`config.mk`:
```
export PLATFORM = sky130hd
export DESIGN_NAME = laneExec2_flat
export DESIGN_NICKNAME = d
export VERILOG_FILES = /design/src/rtl/lanePkg.sv /design/src/rtl/bypassBus.sv /design/src/rtl/exStageBus.sv /design/src/rtl/laneExec2.sv /design/src/flat_wrapper.sv
export SDC_FILE = /design/constraint.sdc
export NUM_CORES = 1
export LEC_CHECK = 0
export ABC_AREA = 1
export BUFFER_PORTS_ARGS = -buffer_cell sky130_fd_sc_hd__buf_2
export CORE_AREA = 2 2 101 103
export DETAILED_ROUTE_END_ITERATION = 7
export DIE_AREA = 0 0 103 105
export GPL_TIMING_DRIVEN = 0
export PLACE_DENSITY_LB_ADDON = 0.25
export SYNTH_ARGS = -nofsm -noshare
export SYNTH_HDL_FRONTEND = slang
export SYNTH_SLANG_ARGS = --single-unit
export TNS_END_PERCENT = 50
```
`constraint.sdc`:
```
create_clock -name clock -period 1.4 [get_ports clock]
set_input_delay 0.14 -clock clock [delete_from_list [all_inputs] [get_ports clock]]
set_output_delay 0.14 -clock clock [all_outputs]
set_load 0.005 [all_outputs]
```
`src/rtl/lanePkg.sv`:
```
package lanePkg;

	localparam int wordWidth = 32;	// Datapath width
	localparam int halfWidth = wordWidth / 2;	// Multiply split point
	localparam int regCount = 16;	// Architectural registers
	localparam int regIdWidth = $clog2(regCount);
	localparam int cmdWidth = 8;	// Predicate plus operation
	localparam int ixtWidth = 3;	// ALU sub-function field

	typedef logic [wordWidth-1:0] laneWordT;	// One data word
	typedef logic [regIdWidth-1:0] regIdT;	// Register index

	// Low six bits of the command
	typedef enum logic [5:0] {
		UOP_NOP = 6'h00,	// Does nothing
		UOP_MOV_IR = 6'h01,	// Rm gets immediate
		UOP_ALU3 = 6'h02,	// Rm gets Rs op Rt
		UOP_ALUCMP = 6'h03,	// T gets Rs cmp Rt
		UOP_MULW3 = 6'h04,	// Rm gets low word of Rs*Rt
		UOP_MOV_RM = 6'h05,	// Store Rm at Rs+imm
		UOP_MOV_MR = 6'h06	// Rm gets load from Rs+imm
	} uOpT;

	// Meaning depends on the operation
	typedef enum logic [2:0] {
		ALU_ADD = 3'd0,	// ALU3 sum
		ALU_SUB = 3'd1,	// ALU3 difference
		ALU_AND = 3'd2,
		ALU_OR = 3'd3,
		ALU_XOR = 3'd4,
		CMP_EQ = 3'd5,	// ALUCMP equal
		CMP_GT = 3'd6	// ALUCMP signed greater
	} aluFnT;

	// Top two bits of the command
	typedef enum logic [1:0] {
		PRED_ALWAYS = 2'd0,	// Unconditional
		PRED_NEVER = 2'd1,	// Squashed
		PRED_IF_T = 2'd2,	// Runs when T set
		PRED_IF_NOT_T = 2'd3	// Runs when T clear
	} predT;

	// Enumerated operation check
	function automatic logic isKnownUOp(input uOpT op);
		return op inside {
			UOP_NOP,
			UOP_MOV_IR,
			UOP_ALU3,
			UOP_ALUCMP,
			UOP_MULW3,
			UOP_MOV_RM,
			UOP_MOV_MR
		};
	endfunction

endpackage
```
`src/rtl/bypassBus.sv`:
```
interface bypassBus import lanePkg::*; ();

	logic ex2Valid;	// EX2 writes a register this cycle
	regIdT ex2Id;
	laneWordT ex2Value;	// Combinational EX2 result
	logic ex2TWrite;	// Compare in EX2
	logic ex2T;	// Its outcome

	logic wbValid;	// Writeback register holds a value
	regIdT wbId;
	laneWordT wbValue;

	modport source(
		output ex2Valid, ex2Id, ex2Value, ex2TWrite, ex2T,
		output wbValid, wbId, wbValue
	);

	modport sink(
		input ex2Valid, ex2Id, ex2Value, ex2TWrite, ex2T,
		input wbValid, wbId, wbValue
	);

endinterface

```
`src/rtl/exStageBus.sv`:
```
interface exStageBus import lanePkg::*; ();

	logic valid;	// Passed predicate and not flushed
	uOpT uOp;	// Operation in EX2
	regIdT destId;	// Rm of the micro-op
	laneWordT aluValue;	// ALU result or immediate
	laneWordT mulLoLo;	// Low half times low half
	laneWordT mulCross;	// Sum of both cross products
	logic cmpT;	// Compare outcome
	logic cmpWrite;	// Compare wants to update T

	// EX1 stage register side
	modport source(
		output valid, uOp, destId, aluValue,
		output mulLoLo, mulCross, cmpT, cmpWrite
	);

	// EX2 side
	modport sink(
		input valid, uOp, destId, aluValue,
		input mulLoLo, mulCross, cmpT, cmpWrite
	);

endinterface

```
`src/rtl/laneExec2.sv`:
```
module laneExec2 import lanePkg::*; (
	input logic clock,
	input logic reset,
	input laneWordT memReadData,	// Load issued in EX1 last cycle
	output logic wbValid,
	output regIdT wbId,
	output laneWordT wbValue,
	output logic srT,	// Committed T status bit
	exStageBus.sink exIn,
	bypassBus.source bypass
);

	logic resultWrite;	// EX2 produces a register value
	laneWordT resultValue;
	laneWordT mulValue;	// Low word of the product
	logic tWrite;	// Compare commits this cycle

	assign mulValue = exIn.mulLoLo + (exIn.mulCross << halfWidth);	// Cross terms shifted up

	always_comb begin
		resultWrite = 1'b0;
		resultValue = exIn.aluValue;	// EX1 value by default
		case (exIn.uOp)
			UOP_MOV_IR, UOP_ALU3: begin
				resultWrite = exIn.valid;
			end
			UOP_MULW3: begin
				resultWrite = exIn.valid;
				resultValue = mulValue;
			end
			UOP_MOV_MR: begin
				resultWrite = exIn.valid;
				resultValue = memReadData;
			end
			default: ;	// Compare, store and NOP write nothing
		endcase
	end

	assign tWrite = exIn.valid && exIn.cmpWrite;

	assign bypass.ex2Valid = resultWrite;
	assign bypass.ex2Id = exIn.destId;
	assign bypass.ex2Value = resultValue;
	assign bypass.ex2TWrite = tWrite;
	assign bypass.ex2T = exIn.cmpT;
	assign bypass.wbValid = wbValid;	// Writeback register
	assign bypass.wbId = wbId;
	assign bypass.wbValue = wbValue;

	always_ff @(posedge clock) begin
		if (reset) begin
			wbValid <= 1'b0;
			srT <= 1'b0;
		end else begin
			wbValid <= resultWrite;
			if (tWrite) begin
				srT <= exIn.cmpT;
			end
		end
		wbId <= exIn.destId;
		wbValue <= resultValue;
	end

	// Operations without a destination never reach writeback
	noWriteOps: assert property (
		@(posedge clock) disable iff (reset)
		exIn.valid && (exIn.uOp inside {UOP_ALUCMP, UOP_MOV_RM, UOP_NOP}) |=> !wbValid
	) else $error("writeback from a non-writing uOp");

endmodule

```
`src/flat_wrapper.sv`:
```
// flat-port wrapper written by rule: the top's interface ports become plain ports
module laneExec2_flat import lanePkg::*;
  (clock, reset, memReadData, wbValid, wbId, wbValue, srT, exIn_valid, exIn_uOp, exIn_destId, exIn_aluValue, exIn_mulLoLo, exIn_mulCross, exIn_cmpT, exIn_cmpWrite, bypass_ex2Valid, bypass_ex2Id, bypass_ex2Value, bypass_ex2TWrite, bypass_ex2T, bypass_wbValid, bypass_wbId, bypass_wbValue);
  exStageBus exIn_i ();
  bypassBus bypass_i ();
  input logic clock;
  input logic reset;
  input laneWordT memReadData;
  output logic wbValid;
  output regIdT wbId;
  output laneWordT wbValue;
  output logic srT;
  input wire logic [$bits(exIn_i.valid)-1:0] exIn_valid;
  input wire logic [$bits(exIn_i.uOp)-1:0] exIn_uOp;
  input wire logic [$bits(exIn_i.destId)-1:0] exIn_destId;
  input wire logic [$bits(exIn_i.aluValue)-1:0] exIn_aluValue;
  input wire logic [$bits(exIn_i.mulLoLo)-1:0] exIn_mulLoLo;
  input wire logic [$bits(exIn_i.mulCross)-1:0] exIn_mulCross;
  input wire logic [$bits(exIn_i.cmpT)-1:0] exIn_cmpT;
  input wire logic [$bits(exIn_i.cmpWrite)-1:0] exIn_cmpWrite;
  output wire logic [$bits(bypass_i.ex2Valid)-1:0] bypass_ex2Valid;
  output wire logic [$bits(bypass_i.ex2Id)-1:0] bypass_ex2Id;
  output wire logic [$bits(bypass_i.ex2Value)-1:0] bypass_ex2Value;
  output wire logic [$bits(bypass_i.ex2TWrite)-1:0] bypass_ex2TWrite;
  output wire logic [$bits(bypass_i.ex2T)-1:0] bypass_ex2T;
  output wire logic [$bits(bypass_i.wbValid)-1:0] bypass_wbValid;
  output wire logic [$bits(bypass_i.wbId)-1:0] bypass_wbId;
  output wire logic [$bits(bypass_i.wbValue)-1:0] bypass_wbValue;
  assign exIn_i.valid = exIn_valid;
  assign exIn_i.uOp = exIn_uOp;
  assign exIn_i.destId = exIn_destId;
  assign exIn_i.aluValue = exIn_aluValue;
  assign exIn_i.mulLoLo = exIn_mulLoLo;
  assign exIn_i.mulCross = exIn_mulCross;
  assign exIn_i.cmpT = exIn_cmpT;
  assign exIn_i.cmpWrite = exIn_cmpWrite;
  assign bypass_ex2Valid = bypass_i.ex2Valid;
  assign bypass_ex2Id = bypass_i.ex2Id;
  assign bypass_ex2Value = bypass_i.ex2Value;
  assign bypass_ex2TWrite = bypass_i.ex2TWrite;
  assign bypass_ex2T = bypass_i.ex2T;
  assign bypass_wbValid = bypass_i.wbValid;
  assign bypass_wbId = bypass_i.wbId;
  assign bypass_wbValue = bypass_i.wbValue;
  laneExec2 u_core (.clock(clock), .reset(reset), .memReadData(memReadData), .wbValid(wbValid), .wbId(wbId), .wbValue(wbValue), .srT(srT), .exIn(exIn_i), .bypass(bypass_i));
endmodule
```
### Word-level counts from Yosys, hierarchy flattened

Cells that the tools add are included.

| operators by class | value |
|---|---|
| shift operators | 0 |
| bitwise operators | 0 |
| add/sub/neg operators | 1 |
| equal/unequal tests | 4 |
| order comparisons | 0 |
| reduce and logical (&&, ||, !) cells | 2 |
| divide/modulo/power cells | 0 |
| muxes and demuxes | 2 |
| multipliers | 0 |

Operator list:

| kind | number |
|---|---|
| $pmux W32 S2 | 1 |
| $add A32 B32 Y32 | 1 |
| $eq A6 B3 Y1 const B | 2 |
| $eq A6 B1 Y1 const B | 1 |
| $eq A6 B2 Y1 const B | 1 |
| $reduce_or A4 Y1 | 1 |
| $logic_and A1 B1 Y1 | 1 |
| $mux W1 | 1 |

| storage, ports and cells | value |
|---|---|
| memory bits (read-only) | 0 |
| flip-flop bits (word level) | 38 |
| bits in latches | 0 |
| bits in writable memories | 0 |
| logic and storage cells | 13 |
| memories | 0 |

### Depth between registers and ports, before layout

| logic depth | value |
|---|---|
| depth in word-level cells | 3 |
| gate-level depth with buffers | 11 |
| depth with buffers taken out | 11 |

### Worst setup path before layout

OpenSTA, ideal clock, no wires.

| path | value |
|---|---|
| path kind | input port to output port |
| start point | input port exIn_mulCross[0] |
| end point | output port bypass_ex2Value[24] |
| required time | 1.260 ns |
| stages on the path | 10 |
| slack | -0.021 ns |
| buffers on the path | 0 |
| arrival | 1.281 ns |
| path through | ha_1 > inv_1 > fa_1 > inv_1 > nand3_1 > nand3_1 > nand2_1 > nand3_1 > nor2_1 > o21bai_1 |

| between the ends | value |
|---|---|
| cells in the longest elaborated chain, start to end | 2 |

Ends and longest elaborated chain:

| item | RTL line | RTL |
|---|---|---|
| from (decl) | flat_wrapper.sv:18 | `input wire logic [$bits(exIn_i.mulCross)-1:0] exIn_mulCross;` |
| $add A32 B32 Y32 | laneExec2.sv:18 | `assign mulValue = exIn.mulLoLo + (exIn.mulCross << halfWidth);` |
| $pmux W32 S2 | laneExec2.sv:23 | `case (exIn.uOp)` |
| to (decl) | flat_wrapper.sv:23 | `output wire logic [$bits(bypass_i.ex2Value)-1:0] bypass_ex2Value;` |

No other way between the ends.

### Worst setup path after layout

| path | value |
|---|---|
| start point | input port exIn_mulLoLo[16] |
| end point | output port bypass_ex2Value[24] |

| between the ends | value |
|---|---|
| cells in the longest elaborated chain, start to end | 2 |

Ends and longest elaborated chain:

| item | RTL line | RTL |
|---|---|---|
| from (decl) | flat_wrapper.sv:17 | `input wire logic [$bits(exIn_i.mulLoLo)-1:0] exIn_mulLoLo;` |
| $add A32 B32 Y32 | laneExec2.sv:18 |  |
| $pmux W32 S2 | laneExec2.sv:23 |  |

No other way between the ends.

==> metrics.txt <==
status=finished with violations; failing checks=setup timing; post-layout util=53.9%; vias=3588; peak supply drop=roughly 0.31 mV; post-synthesis mux area share=0%; Core ar.=0.00964 mm2; worst flop-to-flop path startpoint=u_core.srT; synth unique cells=29; post-placement cell area=0.00408 mm2; share of the synthesized area in the top cell type=28.1%; MaxCap Viol Count=0; WL/cell=13.9 um; # fillers=roughly 960; drt pass-1 iters=4; Peak Freq=approximately 0.63 GHz; Arr. time, crit path=1440 ps; Reg clk slew, reported paths=80 ps; H-tree levels=2; CTS max path bufs=2; DR iter-0 viols=roughly 110; capture point of the critical path=bypass_ex2Value[24]; Max Slew Vio Count=0; Fin Hold WS=20.3 ps; CP max FO=4; IO Pins=~260; Yosys top cell by area=dfxtp_1; starting density of the core=28.1%; crit start category=input pin; Design Area, Final=0.00519 mm2; flop-to-flop setup slack=between 800 and 900 ps; Worst Tran Pin Value=between 200 and 300 ps; antenna violations before repair=0; Setup Crit Path Kind=input pin to output port; Total Nets Final=848; Yosys reg bits=38; dpl ws=-393 ps; normalized max-slew margin=82.3%; post-route antenna net violation count=0; DRC=0; syn nets=~580; share of cells above drive strength 1=62.5%; chip height=105 um; total congestion overflow=0; first-pass GRT wire length=16400 um; CP startpoint=exIn_mulLoLo[16]; clk_lat worst skew=290 ps; drt total wl=~11000 um; all-layer global routing usage=19.4%; CP Capture Type=output port; HPWL after DPL=8640 um; Static Leakage=2.91 nW; CTS buffer count=5; yosys warns=0; clk sink count=38; final setup fails=31; Clock Tree Root=clkbuf_8; Max Clock Skew=0 ps; GP Congestion=between 0.9 and 1; IO buf count=240; Antenna diodes=0; Gate Count Post-Synth=417; total die area=~0.011 mm2; CTS tree=done; final hold vios=0; post-synthesis sequential area ratio=between 20% and 30%; hold_sp=reset; WP data required=1260 ps; Power Density=652 mW/mm2; floorplan row count=36; synthesized area=between 0.002 and 0.003 mm2; xor/xnor share of the synthesized area=0.646%; most common cell after layout, fill and taps aside=buf_2; Syn-to-layout area delta=91.6%; routed vias/inst=4.36; largest family of logic cells by synthesized area=simple AND/OR/NAND/NOR gates; dominant cells by area after synthesis=dfxtp_1 28%, nand2_1 23%, buf_4 12%, nand3_1 7.8%, inv_1 7.2%; most frequent cells in the layout=226 x buf_2, 130 x nand2_1, 58 x buf_4, 43 x inv_1, 38 x dfxtp_1; fraction of the mapped netlist area in simple logic gates=37.0%; Reg2Reg Depth=2; Reg2Reg Capture Point=u_core.srT; Min-Delay Path Class=input pin to flip-flop; post-synthesis compound-gate area fraction=5.82%; post-synthesis adder-cell area fraction=7.66%; Die Wd=103 um; post-route setup slack=-182 ps; Final Critical Period=1580 ps; largest net degree at the start of global routing=13; Final Cycle Share=113%; Mean Syn Cell Area=6.50 um2; RSZ-0062 raised after global routing=yes; number of global-route vias before repair=between 3000 and 4000
## routing by layer
| metal | track usage (%) | routed length, um |
|---|---|---|
| met2 | 34.8 | 5910 |
| met4 | 4.79 | 131 |
| met1 | 23.4 | 4660 |
| met5 | 0 | 0 |
| met3 | 3.41 | 780 |
## critical path: stages
cell and delay, ps:
buf_6 80, ha_4 130, inv_2 30, fa_2 330, inv_2 90, nand3_2 90
nand3_4 90, nand2_2 60, nand3_2 70, nor2_1 40, o21bai_1 160, buf_2 140
## layout make-up
| type | count | area (um2) | area share [%] |
|---|---|---|---|
| Inverter | 52 | 198 | 3.81 |
| Clock inverter | 2 | 12.5 | 0.241 |
| Buffer | 50 | 403 | 7.76 |
| Multi-Input combinational cell | 276 | 2000 | 38.5 |
| Tap cell | 133 | 166 | 3.20 |
| Sequential cell | 38 | 761 | 14.6 |
| Clock buffer | 6 | 82.6 | 1.59 |
| Timing Repair Buffer | 266 | 1570 | 30.3 |
## synthesized netlist by cell type
cell        n
and2_1      1
nand2_1   163
nor2_4      1
a22o_1      7
buf_6       1
nor4_1      1
o311ai_1    1
or2_0       1
nand3_1    42
nand4_4     1
buf_2       7
buf_4      43
nor3_1      4
or2_1       1
a21boi_0    1
o21bai_1    1
o211ai_1    1
nand4_1     1
fa_1        1
inv_1      52
nand3b_1    2
dfxtp_1    38
or2_2       2
nor2_2      2
nor2_1     15
a21oi_1     8
o211ai_2    2
xor2_1      2
ha_1       15
## flip-flops by register name (all words and copies together) (netlist names)
signal,count
u_core.bypass.wbValid,1
u_core.bypass.wbValue,32
u_core.bypass.wbId,4
u_core.srT,1
## worst min-delay path by stage
stage               depth (start not counted)  slack, ps                    end
finish                                      2         20             u_core.srT
global route                                2         10             u_core.srT
CTS                                         2         10             u_core.srT
detailed placement                          1        260  u_core.bypass.wbId[2]
global placement                            1        260  u_core.bypass.wbId[2]
floorplan                                   0        170  u_core.bypass.wbId[0]
## kinds of logic after synthesis
| family | count (synthesis) |
|---|---|
| buffers and inverters | 103 |
| adder cells (fa/ha/maj) | 16 |
| XOR/XNOR | 2 |
| AO/OA/AOI/OAI | 21 |
| AND/OR/NAND/NOR | 237 |
| flip-flops | 38 |
## what timing repair did
item / 4_1_cts / 5_1_grt
gates cloned: 2 / 0
endpoints found under the setup margin: 33 / 32
hold endpoints to repair: 4 / 0
pin swaps: 18 / 34
buffers inserted: 8 / 12
hold buffers: 4 / 0
gates resized for setup: 84 / 86
## where the power goes
| group | leakage, nW | total, mW | internal [mW] | switching (mW) |
|---|---|---|---|---|
| Sequential | 0.320 | 1.19 | 1.15 | 0.0382 |
| Clock | 0.0472 | 0.858 | 0.398 | 0.460 |
| Combinational | 2.54 | 1.34 | 0.707 | 0.634 |
| Total | 2.91 | 3.39 | 2.25 | 1.13 |
## stage by stage
stage                     TNS (ps)  power, mW  cells
after floorplan                  0       1.73    417
after global placement       -9050       2.20    790
after detailed placement    -10740       2.20    790
after CTS                    -3490       3.27    812
after global routing         -4960       3.61    823
final                        -2460       3.39    823
No activity file was read; power rests on OpenSTA's default activity.
