## config.mk

```make
export PLATFORM = sky130hd
export DESIGN_NAME = laneExec1_flat
export DESIGN_NICKNAME = d
export VERILOG_FILES = /design/src/rtl/lanePkg.sv /design/src/rtl/bypassBus.sv /design/src/rtl/exStageBus.sv /design/src/rtl/laneExec1.sv /design/src/flat_wrapper.sv
export SDC_FILE = /design/constraint.sdc
export NUM_CORES = 2
export LEC_CHECK = 0
export BUFFER_PORTS_ARGS = -buffer_cell sky130_fd_sc_hd__clkbuf_2
export CAP_MARGIN = 20
export CORE_MARGIN = 10
export CORE_UTILIZATION = 68
export CTS_BUF_LIST = sky130_fd_sc_hd__clkbuf_8
export DETAILED_ROUTE_END_ITERATION = 10
export PLACE_DENSITY = 0.91
export SYNTH_ARGS = -nofsm -noshare
export SYNTH_HDL_FRONTEND = slang
export SYNTH_SLANG_ARGS = --single-unit
```

## constraint.sdc

```tcl
create_clock -name clock -period 29.1 [get_ports clock]
set_clock_uncertainty 0.1 [all_clocks]
set_input_delay 5.82 -clock clock [delete_from_list [all_inputs] [get_ports clock]]
set_output_delay 5.82 -clock clock [all_outputs]
set_load 0.01 [all_outputs]
```

## src/rtl/lanePkg.sv

```systemverilog
package lanePkg;

	localparam int wordWidth = 32;	// Datapath width
	localparam int halfWidth = wordWidth / 2;	// Multiply split point
	localparam int regCount = 16;	// Architectural registers
	localparam int regIdWidth = $clog2(regCount);
	localparam int cmdWidth = 8;	// Predicate plus operation
	localparam int ixtWidth = 3;	// ALU sub-function field

	typedef logic [wordWidth-1:0] laneWordT;	// One data word
	typedef logic [regIdWidth-1:0] regIdT;	// Register index

	// Low six bits of the command
	typedef enum logic [5:0] {
		UOP_NOP = 6'h00,	// Does nothing
		UOP_MOV_IR = 6'h01,	// Rm gets immediate
		UOP_ALU3 = 6'h02,	// Rm gets Rs op Rt
		UOP_ALUCMP = 6'h03,	// T gets Rs cmp Rt
		UOP_MULW3 = 6'h04,	// Rm gets low word of Rs*Rt
		UOP_MOV_RM = 6'h05,	// Store Rm at Rs+imm
		UOP_MOV_MR = 6'h06	// Rm gets load from Rs+imm
	} uOpT;

	// Meaning depends on the operation
	typedef enum logic [2:0] {
		ALU_ADD = 3'd0,	// ALU3 sum
		ALU_SUB = 3'd1,	// ALU3 difference
		ALU_AND = 3'd2,
		ALU_OR = 3'd3,
		ALU_XOR = 3'd4,
		CMP_EQ = 3'd5,	// ALUCMP equal
		CMP_GT = 3'd6	// ALUCMP signed greater
	} aluFnT;

	// Top two bits of the command
	typedef enum logic [1:0] {
		PRED_ALWAYS = 2'd0,	// Unconditional
		PRED_NEVER = 2'd1,	// Squashed
		PRED_IF_T = 2'd2,	// Runs when T set
		PRED_IF_NOT_T = 2'd3	// Runs when T clear
	} predT;

	// Enumerated operation check
	function automatic logic isKnownUOp(input uOpT op);
		return op inside {
			UOP_NOP,
			UOP_MOV_IR,
			UOP_ALU3,
			UOP_ALUCMP,
			UOP_MULW3,
			UOP_MOV_RM,
			UOP_MOV_MR
		};
	endfunction

endpackage
```

## src/rtl/bypassBus.sv

```systemverilog
interface bypassBus import lanePkg::*; ();

	logic ex2Valid;	// EX2 writes a register this cycle
	regIdT ex2Id;
	laneWordT ex2Value;	// Combinational EX2 result
	logic ex2TWrite;	// Compare in EX2
	logic ex2T;	// Its outcome

	logic wbValid;	// Writeback register holds a value
	regIdT wbId;
	laneWordT wbValue;

	modport source(
		output ex2Valid, ex2Id, ex2Value, ex2TWrite, ex2T,
		output wbValid, wbId, wbValue
	);

	modport sink(
		input ex2Valid, ex2Id, ex2Value, ex2TWrite, ex2T,
		input wbValid, wbId, wbValue
	);

endinterface

```

## src/rtl/exStageBus.sv

```systemverilog
interface exStageBus import lanePkg::*; ();

	logic valid;	// Passed predicate and not flushed
	uOpT uOp;	// Operation in EX2
	regIdT destId;	// Rm of the micro-op
	laneWordT aluValue;	// ALU result or immediate
	laneWordT mulLoLo;	// Low half times low half
	laneWordT mulCross;	// Sum of both cross products
	logic cmpT;	// Compare outcome
	logic cmpWrite;	// Compare wants to update T

	// EX1 stage register side
	modport source(
		output valid, uOp, destId, aluValue,
		output mulLoLo, mulCross, cmpT, cmpWrite
	);

	// EX2 side
	modport sink(
		input valid, uOp, destId, aluValue,
		input mulLoLo, mulCross, cmpT, cmpWrite
	);

endinterface

```

## src/rtl/laneExec1.sv

```systemverilog
module laneExec1 import lanePkg::*; #(
	parameter int memDepth = 256,
	localparam int addrWidth = $clog2(memDepth)
) (
	input logic clock,
	input logic reset,
	input logic issueValid,
	input logic [cmdWidth-1:0] issueCmd,	// Predicate and operation
	input logic [ixtWidth-1:0] issueIxt,	// ALU sub-function
	input regIdT issueRs,	// Base or ALU source A
	input regIdT issueRt,	// ALU source B
	input regIdT issueRm,	// Destination or store data
	input laneWordT issueImm,
	input logic flush,	// Kills the micro-op in this stage
	input laneWordT readValueA,
	input laneWordT readValueB,
	input logic committedT,	// srT from EX2
	output regIdT readIdA,
	output regIdT readIdB,
	output logic memReadEnable,
	output logic memWriteEnable,
	output logic [addrWidth-1:0] memAddress,
	output laneWordT memWriteData,
	exStageBus.source exOut,
	bypassBus.sink bypass
);

	logic stageValid;	// Issue latched last edge
	logic [cmdWidth-1:0] stageCmd;
	logic [ixtWidth-1:0] stageIxt;
	regIdT stageRs;
	regIdT stageRt;
	regIdT stageRm;
	laneWordT stageImm;

	uOpT stageUOp;
	predT stagePred;
	aluFnT stageFn;
	logic currentT;	// T after all older micro-ops
	logic predPass;
	logic opEnable;	// Micro-op really executes
	laneWordT valueA;	// Bypassed operands
	laneWordT valueB;
	laneWordT memSum;	// Rs + imm
	laneWordT aluNext;
	logic cmpNext;

	// Newest producer wins
	function automatic laneWordT resolve(input regIdT id, input laneWordT fileValue);
		if (bypass.ex2Valid && (bypass.ex2Id == id)) begin
			return bypass.ex2Value;	// Previous micro-op
		end
		if (bypass.wbValid && (bypass.wbId == id)) begin
			return bypass.wbValue;	// Two back
		end
		return fileValue;
	endfunction

	always_ff @(posedge clock) begin
		if (reset) begin
			stageValid <= 1'b0;
		end else begin
			stageValid <= issueValid;
		end
		stageCmd <= issueCmd;
		stageIxt <= issueIxt;
		stageRs <= issueRs;
		stageRt <= issueRt;
		stageRm <= issueRm;
		stageImm <= issueImm;
	end

	assign stageUOp = uOpT'(stageCmd[5:0]);
	assign stagePred = predT'(stageCmd[7:6]);
	assign stageFn = aluFnT'(stageIxt);
	assign currentT = bypass.ex2TWrite ? bypass.ex2T : committedT;	// Compare in EX2 first

	assign readIdA = stageRs;
	assign readIdB = (stageUOp == UOP_MOV_RM) ? stageRm : stageRt;	// Store data on port B

	always_comb begin
		valueA = resolve(readIdA, readValueA);
		valueB = resolve(readIdB, readValueB);
	end

	assign memSum = valueA + stageImm;

	always_comb begin
		case (stagePred)
			PRED_NEVER: predPass = 1'b0;
			PRED_IF_T: predPass = currentT;
			PRED_IF_NOT_T: predPass = !currentT;
			default: predPass = 1'b1;	// Always
		endcase
	end

	assign opEnable = stageValid && predPass && !flush;	// Flush overrides predicate

	always_comb begin
		aluNext = valueA + valueB;	// Unlisted codes add
		case (stageFn)
			ALU_SUB: aluNext = valueA - valueB;
			ALU_AND: aluNext = valueA & valueB;
			ALU_OR: aluNext = valueA | valueB;
			ALU_XOR: aluNext = valueA ^ valueB;
			default: ;
		endcase
		if (stageUOp == UOP_MOV_IR) begin
			aluNext = stageImm;
		end
		cmpNext = (stageFn == CMP_GT) ? ($signed(valueA) > $signed(valueB))
			: (valueA == valueB);
	end

	assign memReadEnable = opEnable && (stageUOp == UOP_MOV_MR);
	assign memWriteEnable = opEnable && (stageUOp == UOP_MOV_RM);
	assign memAddress = memSum[addrWidth-1:0];	// Wraps at memDepth
	assign memWriteData = valueB;	// Rm

	always_ff @(posedge clock) begin
		if (reset) begin
			exOut.valid <= 1'b0;
		end else begin
			exOut.valid <= opEnable;
		end
		exOut.uOp <= stageUOp;
		exOut.destId <= stageRm;
		exOut.aluValue <= aluNext;
		exOut.mulLoLo <= valueA[halfWidth-1:0] * valueB[halfWidth-1:0];
		exOut.mulCross <= valueA[halfWidth-1:0] * valueB[wordWidth-1:halfWidth]
			+ valueA[wordWidth-1:halfWidth] * valueB[halfWidth-1:0];
		exOut.cmpT <= cmpNext;
		exOut.cmpWrite <= (stageUOp == UOP_ALUCMP);
	end

	knownUOp: assert property (
		@(posedge clock) disable iff (reset)
		stageValid |-> isKnownUOp(stageUOp)
	) else $error("unknown uOp %h", stageCmd[5:0]);

endmodule

```

## src/flat_wrapper.sv

```systemverilog
// flat-port wrapper written by rule: the top's interface ports become plain ports
module laneExec1_flat import lanePkg::*;
#(
	parameter int memDepth = 256,
	localparam int addrWidth = $clog2(memDepth)
)
  (clock, reset, issueValid, issueCmd, issueIxt, issueRs, issueRt, issueRm, issueImm, flush, readValueA, readValueB, committedT, readIdA, readIdB, memReadEnable, memWriteEnable, memAddress, memWriteData, exOut_valid, exOut_uOp, exOut_destId, exOut_aluValue, exOut_mulLoLo, exOut_mulCross, exOut_cmpT, exOut_cmpWrite, bypass_ex2Valid, bypass_ex2Id, bypass_ex2Value, bypass_ex2TWrite, bypass_ex2T, bypass_wbValid, bypass_wbId, bypass_wbValue);
  exStageBus exOut_i ();
  bypassBus bypass_i ();
  input logic clock;
  input logic reset;
  input logic issueValid;
  input logic [cmdWidth-1:0] issueCmd;
  input logic [ixtWidth-1:0] issueIxt;
  input regIdT issueRs;
  input regIdT issueRt;
  input regIdT issueRm;
  input laneWordT issueImm;
  input logic flush;
  input laneWordT readValueA;
  input laneWordT readValueB;
  input logic committedT;
  output regIdT readIdA;
  output regIdT readIdB;
  output logic memReadEnable;
  output logic memWriteEnable;
  output logic [addrWidth-1:0] memAddress;
  output laneWordT memWriteData;
  output wire logic [$bits(exOut_i.valid)-1:0] exOut_valid;
  output wire logic [$bits(exOut_i.uOp)-1:0] exOut_uOp;
  output wire logic [$bits(exOut_i.destId)-1:0] exOut_destId;
  output wire logic [$bits(exOut_i.aluValue)-1:0] exOut_aluValue;
  output wire logic [$bits(exOut_i.mulLoLo)-1:0] exOut_mulLoLo;
  output wire logic [$bits(exOut_i.mulCross)-1:0] exOut_mulCross;
  output wire logic [$bits(exOut_i.cmpT)-1:0] exOut_cmpT;
  output wire logic [$bits(exOut_i.cmpWrite)-1:0] exOut_cmpWrite;
  input wire logic [$bits(bypass_i.ex2Valid)-1:0] bypass_ex2Valid;
  input wire logic [$bits(bypass_i.ex2Id)-1:0] bypass_ex2Id;
  input wire logic [$bits(bypass_i.ex2Value)-1:0] bypass_ex2Value;
  input wire logic [$bits(bypass_i.ex2TWrite)-1:0] bypass_ex2TWrite;
  input wire logic [$bits(bypass_i.ex2T)-1:0] bypass_ex2T;
  input wire logic [$bits(bypass_i.wbValid)-1:0] bypass_wbValid;
  input wire logic [$bits(bypass_i.wbId)-1:0] bypass_wbId;
  input wire logic [$bits(bypass_i.wbValue)-1:0] bypass_wbValue;
  assign exOut_valid = exOut_i.valid;
  assign exOut_uOp = exOut_i.uOp;
  assign exOut_destId = exOut_i.destId;
  assign exOut_aluValue = exOut_i.aluValue;
  assign exOut_mulLoLo = exOut_i.mulLoLo;
  assign exOut_mulCross = exOut_i.mulCross;
  assign exOut_cmpT = exOut_i.cmpT;
  assign exOut_cmpWrite = exOut_i.cmpWrite;
  assign bypass_i.ex2Valid = bypass_ex2Valid;
  assign bypass_i.ex2Id = bypass_ex2Id;
  assign bypass_i.ex2Value = bypass_ex2Value;
  assign bypass_i.ex2TWrite = bypass_ex2TWrite;
  assign bypass_i.ex2T = bypass_ex2T;
  assign bypass_i.wbValid = bypass_wbValid;
  assign bypass_i.wbId = bypass_wbId;
  assign bypass_i.wbValue = bypass_wbValue;
  laneExec1 #(.memDepth(memDepth)) u_core (.clock(clock), .reset(reset), .issueValid(issueValid), .issueCmd(issueCmd), .issueIxt(issueIxt), .issueRs(issueRs), .issueRt(issueRt), .issueRm(issueRm), .issueImm(issueImm), .flush(flush), .readValueA(readValueA), .readValueB(readValueB), .committedT(committedT), .readIdA(readIdA), .readIdB(readIdB), .memReadEnable(memReadEnable), .memWriteEnable(memWriteEnable), .memAddress(memAddress), .memWriteData(memWriteData), .exOut(exOut_i), .bypass(bypass_i));
endmodule
```

# Yosys cells after proc, flatten, opt, wreduce, memory -nomap -nowiden
# Cells that the tools add are included.
[word_totals]
regBits = 165
inputBits = 200
out_inout_bits = 159
elab_cells = 73
[classes]
addsub = 4
n_mul = 3
n_lt_le_gt_ge = 1
eq_ne = 17
muxes = 20
bitwise_logic = 3
n_reduce_logical = 10
[ops]
columns = ["cell", "count"]
rows = [
  ["$mux W32", 9],
  ["$pmux W32 S4", 1],
  ["$mul A16 B16 Y32", 3],
  ["$add A32 B32 Y32", 2],
  ["$and A32 B32 Y32", 1],
  ["$eq A32 B32 Y1", 1],
  ["$gt A32 B32 Y1", 1],
  ["$or A32 B32 Y32", 1],
  ["$sub A32 B32 Y32", 1],
  ["$xor A32 B32 Y32", 1],
  ["$eq A4 B4 Y1", 4],
  ["$eq A6 B3 Y1 const B", 2],
  ["$add A8 B8 Y8", 1],
  ["$logic_and A1 B1 Y1", 8],
  ["$mux W1", 8],
  ["$eq A3 B2 Y1 const B", 2],
  ["$eq A3 B3 Y1 const B", 2],
  ["$eq A6 B1 Y1 const B", 1],
  ["$eq A6 B2 Y1 const B", 1],
  ["$eq A2 B2 Y1 const B", 2],
  ["$mux W4", 1],
  ["$eq A3 B1 Y1 const B", 1],
  ["$pmux W1 S3", 1],
  ["$eq A2 B1 Y1 const B", 1],
  ["$logic_not A1 Y1", 2],
]

# Logic depth before layout (Yosys ltp)
[logic_depth]
depth_word = 11
mapped_depth = 38
ltp_nobuf = 34

# Worst setup path after synthesis
# OpenSTA, ideal clock, no wires.
[synth_path]
kind = "input to output"
from = "input bypass_ex2Id[3]"
to = "output memAddress[7]"
arrival_ps = 9026
t_required_ps = 23180
setup_slack_ps = 14154
cell_stages = 16
n_path_buf = 4
path_cell_list = "nor2b_1 a221o_1 or3_1 clkbuf_1 clkbuf_1 clkbuf_1 a21oi_1 clkbuf_1 ha_1 a21o_1 a21oi_1 o21bai_1 a21oi_1 o21bai_1 a21oi_1 xnor2_1"
[synth_between]
elab_chain_cells = 5
[synth_rtl]
columns = ["item", "line_no", "text"]
rows = [
  ["start, declared", "flat_wrapper.sv:38", "input wire logic [$bits(bypass_i.ex2Id)-1:0] bypass_ex2Id;"],
  ["$eq A4 B4 Y1", "laneExec1.sv:50", "if (bypass.ex2Valid && (bypass.ex2Id == id)) begin"],
  ["$logic_and A1 B1 Y1", "laneExec1.sv:50", ""],
  ["$mux W1", "laneExec1.sv:50", ""],
  ["$mux W32", "laneExec1.sv:53", "if (bypass.wbValid && (bypass.wbId == id)) begin"],
  ["$add A8 B8 Y8", "laneExec1.sv:86", "assign memSum = valueA + stageImm;"],
  ["end, declared", "flat_wrapper.sv:27", "output logic [addrWidth-1:0] memAddress;"],
]
# Every way passes these cells.

# Worst setup path in the final report
[layout_path]
from = "input bypass_wbId[2]"
to = "register u_core.exOut.mulCross[31]"
[layout_between]
elab_chain_cells = 8
word_cells_on_any_way = 17
cone_classes = "1 x add/sub; 2 x mul; 2 x eq/ne; 10 x mux; 2 x reduce/logical"
[layout_rtl]
columns = ["item", "line_no", "text"]
rows = [
  ["start, declared", "flat_wrapper.sv:43", "input wire logic [$bits(bypass_i.wbId)-1:0] bypass_wbId;"],
  ["$eq A4 B4 Y1", "laneExec1.sv:53", ""],
  ["$logic_and A1 B1 Y1", "laneExec1.sv:53", ""],
  ["$mux W1 (2 in series)", "laneExec1.sv:53", ""],
  ["$mux W32", "laneExec1.sv:56", "return fileValue;"],
  ["$mux W32", "laneExec1.sv:53", ""],
  ["$mul A16 B16 Y32 (on tied branches)", "laneExec1.sv:130, laneExec1.sv:131", ""],
  ["$add A32 B32 Y32 *", "laneExec1.sv:131", "+ valueA[wordWidth-1:halfWidth] * valueB[halfWidth-1:0];"],
  ["end signal, assigned", "laneExec1.sv:130", "exOut.mulCross <= valueA[halfWidth-1:0] * valueB[wordWidth-1:halfWidth]"],
  ["end, declared", "exStageBus.sv:15", "output mulLoLo, mulCross, cmpT, cmpWrite"],
]
# Every way passes the cells marked *; elsewhere a longest branch is shown, timed or not. The select of a mux whose other input is x is not followed.
# A chain may end at the register's enable or synchronous reset.

==> results list <==
- Outcome: complete, but fails checks
* Violated checks: design-rule violations
- In this run the horizontal extent of the chip is roughly 250 microns.
- In the synthesized netlist the async set-or-reset flop fraction comes to 0%.
* Register-to-Register Path Depth: 35
- Fraction of final layout cells sized beyond drive strength 1: 11.8%
- Yosys warning total: 0
- Worst R2R End: u_core.exOut.mulCross[31]
- The worst setup path is launched from an input port.
- Drt first-iter violations: 4088
- Clock tree synthesis selected as its root buffer the cell clkbuf_8.
- Number of antenna-violating nets in the routed design: 0
* Via density per instance: about 6.3
- Worst path max stage delay: 0.81 ns
- The final-report hold violation count was 0.
- Met1 layer wirelength in the final routing: about 42000 microns
* Most frequent standard cell in the layout excluding fill and tap cells: inv_1
* Top routing layer in use: met5
* Final RePlAce weighted congestion: roughly 1.1
* Wirelength, routed: around 130000 microns
- For this design the top-level I/O count stands at between 300 and 400.
- Reg-to-reg slack, setup: ~17 ns
- Synthesis produced approximately 4200 cells.
- Wire segments on met2 add up to around 53000 microns in the final route.
* Number of max-capacitance violations reported: 0
* Synth cell types: 90
- Synth Net Count: about 5400
- TritonCTS built the clock tree.
* Ratio of final minimum period to clock period: 55.6%
* Most area-hungry cell type in the Yosys netlist: fa_1
- Post-CTS timing repair inserted 0 buffers for setup.
* Area growth from synthesis to layout: 9.02%
- The final layout contains ~5700 nets.
- Type of the tightest min-delay check: reg -> reg
* Setup repair after global routing missed its margin: no
- In this run, CTS created clock tree buffers numbering 17.
* WHS Path Cells: 0
* Cell with the biggest individual delay on the critical path: o21ai_1
- After detailed routing, the number of remaining DRC violations is 3.
* Clock Sink Count: around 170
- Area contributors post-synth: fa_1 (37%), ha_1 (14%), dfxtp_1 (9.4%)
- The first global-routing pass estimated approximately 190000 microns of wire.
- Std-Cell Core Area: 51200 sq um
- Flip-flop and latch count after synthesis: about 170
* Required time of the critical path: 29.47 ns
* Achievable Freq: roughly 62 MHz
- Worst Path Arrival: 16.57 ns
- Number of max-slew violations in the final report: 0
* Number of vias in the routed layout: ~32000
- Worst Max-Slew Pin Slew: 1.15 ns
* Cell Rows: 83
- Detailed routing placed a total of approximately 20000 microns of wire on met3.
- Headroom to the max-slew limit: around 23%
- Summed over its instances, the top area cell type makes up about 37% of the synthesized netlist area.
- Global routing used 41.8% of the available tracks.
- In this run the cell area of the synthesized design comes to roughly 35000 sq um.
- Crit path launch: bypass_wbId[2]
- Type of element capturing the critical path: flip-flop
* Period minus WS final: between 15 and 20 ns
* Clk slew on worst S/H paths: 0.12 ns
* Share of the yosys chip area belonging to registers: a little under a tenth
- Layout filler cell count: 3669
- Vias in the first global route: roughly 34000
- Final setup violation count: 0
- During placement, the flow inserted port buffers numbering 358.
* Crit path max fanout: 31
- Adding up every negative setup slack in the final design gives 0 ns.
- The initial utilization of the core area, before any placement, comes to between 60% and 70%.
- DR pass1 iterations: 11
* Clock buffer depth: 2
- The startpoint identified for the worst register-to-register timing path is u_core.stageCmd[5].
- The setup path with the least slack is of type in -> reg.
* Worst min-delay path endpoint: u_core.exOut.destId[2]
- Sum of overflow across all layers after global routing: 0
- Commonest cells after routing, fill and taps aside: inv_1 (818), fa_1 (643), nor2_1 (558)
- For the worst-skew pair, the clock arrives at the later sink with an insertion delay of roughly 0.58 ns.
- The startpoint identified for the worst hold timing path is u_core.stageRm[2].
- Number of instances resized during post-cts repair: 0
* Antenna violations before repair: 4
* Routed length per placed instance: roughly 24 microns
* Number of buffers added to fix hold violations after cts: 0
- Largest net degree at the start of global routing: slightly below 70
- Counting flops with a built-in enable in the synthesized netlist gives 0.
- Among all flip-flop cells after synthesis, the most frequent one is dfxtp_1.
- The die covers around 61000 sq um.
- The floorplan step set the die height to 247 microns.
* Post-Synthesis Mean Instance Area: ~8.4 sq um
- Htree depth: 4
- Post-DP HPWL: ~100000 microns
-- Yosys cell counts, drive strengths merged (31+ instances only) --
| library cell | instances |
|---|---|
| inv | 824 |
| fa | 643 |
| nor2 | 559 |
| nand2 | 472 |
| ha | 398 |
| a21oi | 177 |
| dfxtp | 165 |
| clkbuf | 152 |
| o21ai | 123 |
| mux2i | 68 |
| xnor2 | 67 |
| nor3 | 36 |
| a21o | 31 |
-- flip-flops by register name, indices dropped and copies added, names as in the netlist --
signal / cells
u_core.exOut.cmpWrite: 1
u_core.exOut.aluValue: 32
u_core.readIdA: 4
u_core.exOut.uOp: 6
u_core.stageRm: 4
u_core.exOut.valid: 1
u_core.exOut.cmpT: 1
u_core.stageRt: 4
u_core.exOut.mulLoLo: 32
u_core.stageImm: 32
u_core.stageFn: 3
u_core.exOut.mulCross: 32
u_core.stageCmd: 8
u_core.exOut.destId: 4
u_core.stageValid: 1
-- logic make-up after synthesis --
family | after synthesis | share of synthesized area, %
and+or+nand+nor | 1222 | 14.5
adders and majority gates | 1043 | 50.9
buffers and inverters | 1023 | 11.0
AOI/OAI and AO/OA | 555 | 10.1
DFF | 165 | 9.41
xor gates and xnor gates | 88 | 2.20
muxes | 69 | 1.97
-- worst max-delay path by stage --
| stage | endpoint | depth (start not counted) |
|---|---|---|
| CTS | u_core.exOut.mulCross[31] | 36 |
| global route | u_core.exOut.mulCross[31] | 36 |
| detailed placement | u_core.exOut.mulCross[31] | 36 |
| floorplan | memAddress[7] | 16 |
| global placement | u_core.exOut.mulCross[30] | 31 |
| finish | u_core.exOut.mulCross[31] | 36 |
-- stage by stage --
step | setup slack, ns | util (%) | cells | area, sq um | hold slack [ns]
final | 12.91 | 74.8 | 5146 | 38300 | 0.258
after global routing | 12.36 | 74.8 | 5146 | 38300 | 0.282
after CTS | 13.26 | 74.8 | 5145 | 38300 | 0.272
after detailed placement | 12.64 | 73.9 | 5113 | 37800 | 0.241
after global placement | 12.67 | 73.9 | 5112 | 37800 | 0.248
after floorplan | 14.15 | - | 4165 | 35100 | 0.231
-- layout make-up --
| type | instances | area (sq um) | area share [%] |
|---|---|---|---|
| clock buffers | 17 | 234 | 0.611 |
| repair buffers | 443 | 2430 | 6.35 |
| multi-input cells | 2977 | 28100 | 73.3 |
| well taps | 680 | 851 | 2.22 |
| flip-flops and latches | 165 | 3300 | 8.63 |
| inverters | 848 | 3180 | 8.32 |
| diodes | 1 | 2.50 | 0.00654 |
| clock inverters | 15 | 211 | 0.552 |
-- critical path, delay by kind of cell --
kind            cells  cell delay [ns]
simple gates        3             0.85
xor+xnor            1             0.08
mux                 1             0.30
compound gates     13             3.98
fa+ha+maj           9             3.85
buf+inv             9             1.59
-- routing by layer --
| metal | vias up | global-route usage (%) |
|---|---|---|
| li1 | 13493 | - |
| met1 | 15399 | 49.4 |
| met2 | 2542 | 62.7 |
| met3 | 739 | 16.7 |
| met4 | 10 | 26.7 |
| met5 | - | 0 |
Power is left out: the tool's default activity adds up to more than one toggle a clock period on the data nets, which glitch-free logic cannot reach.
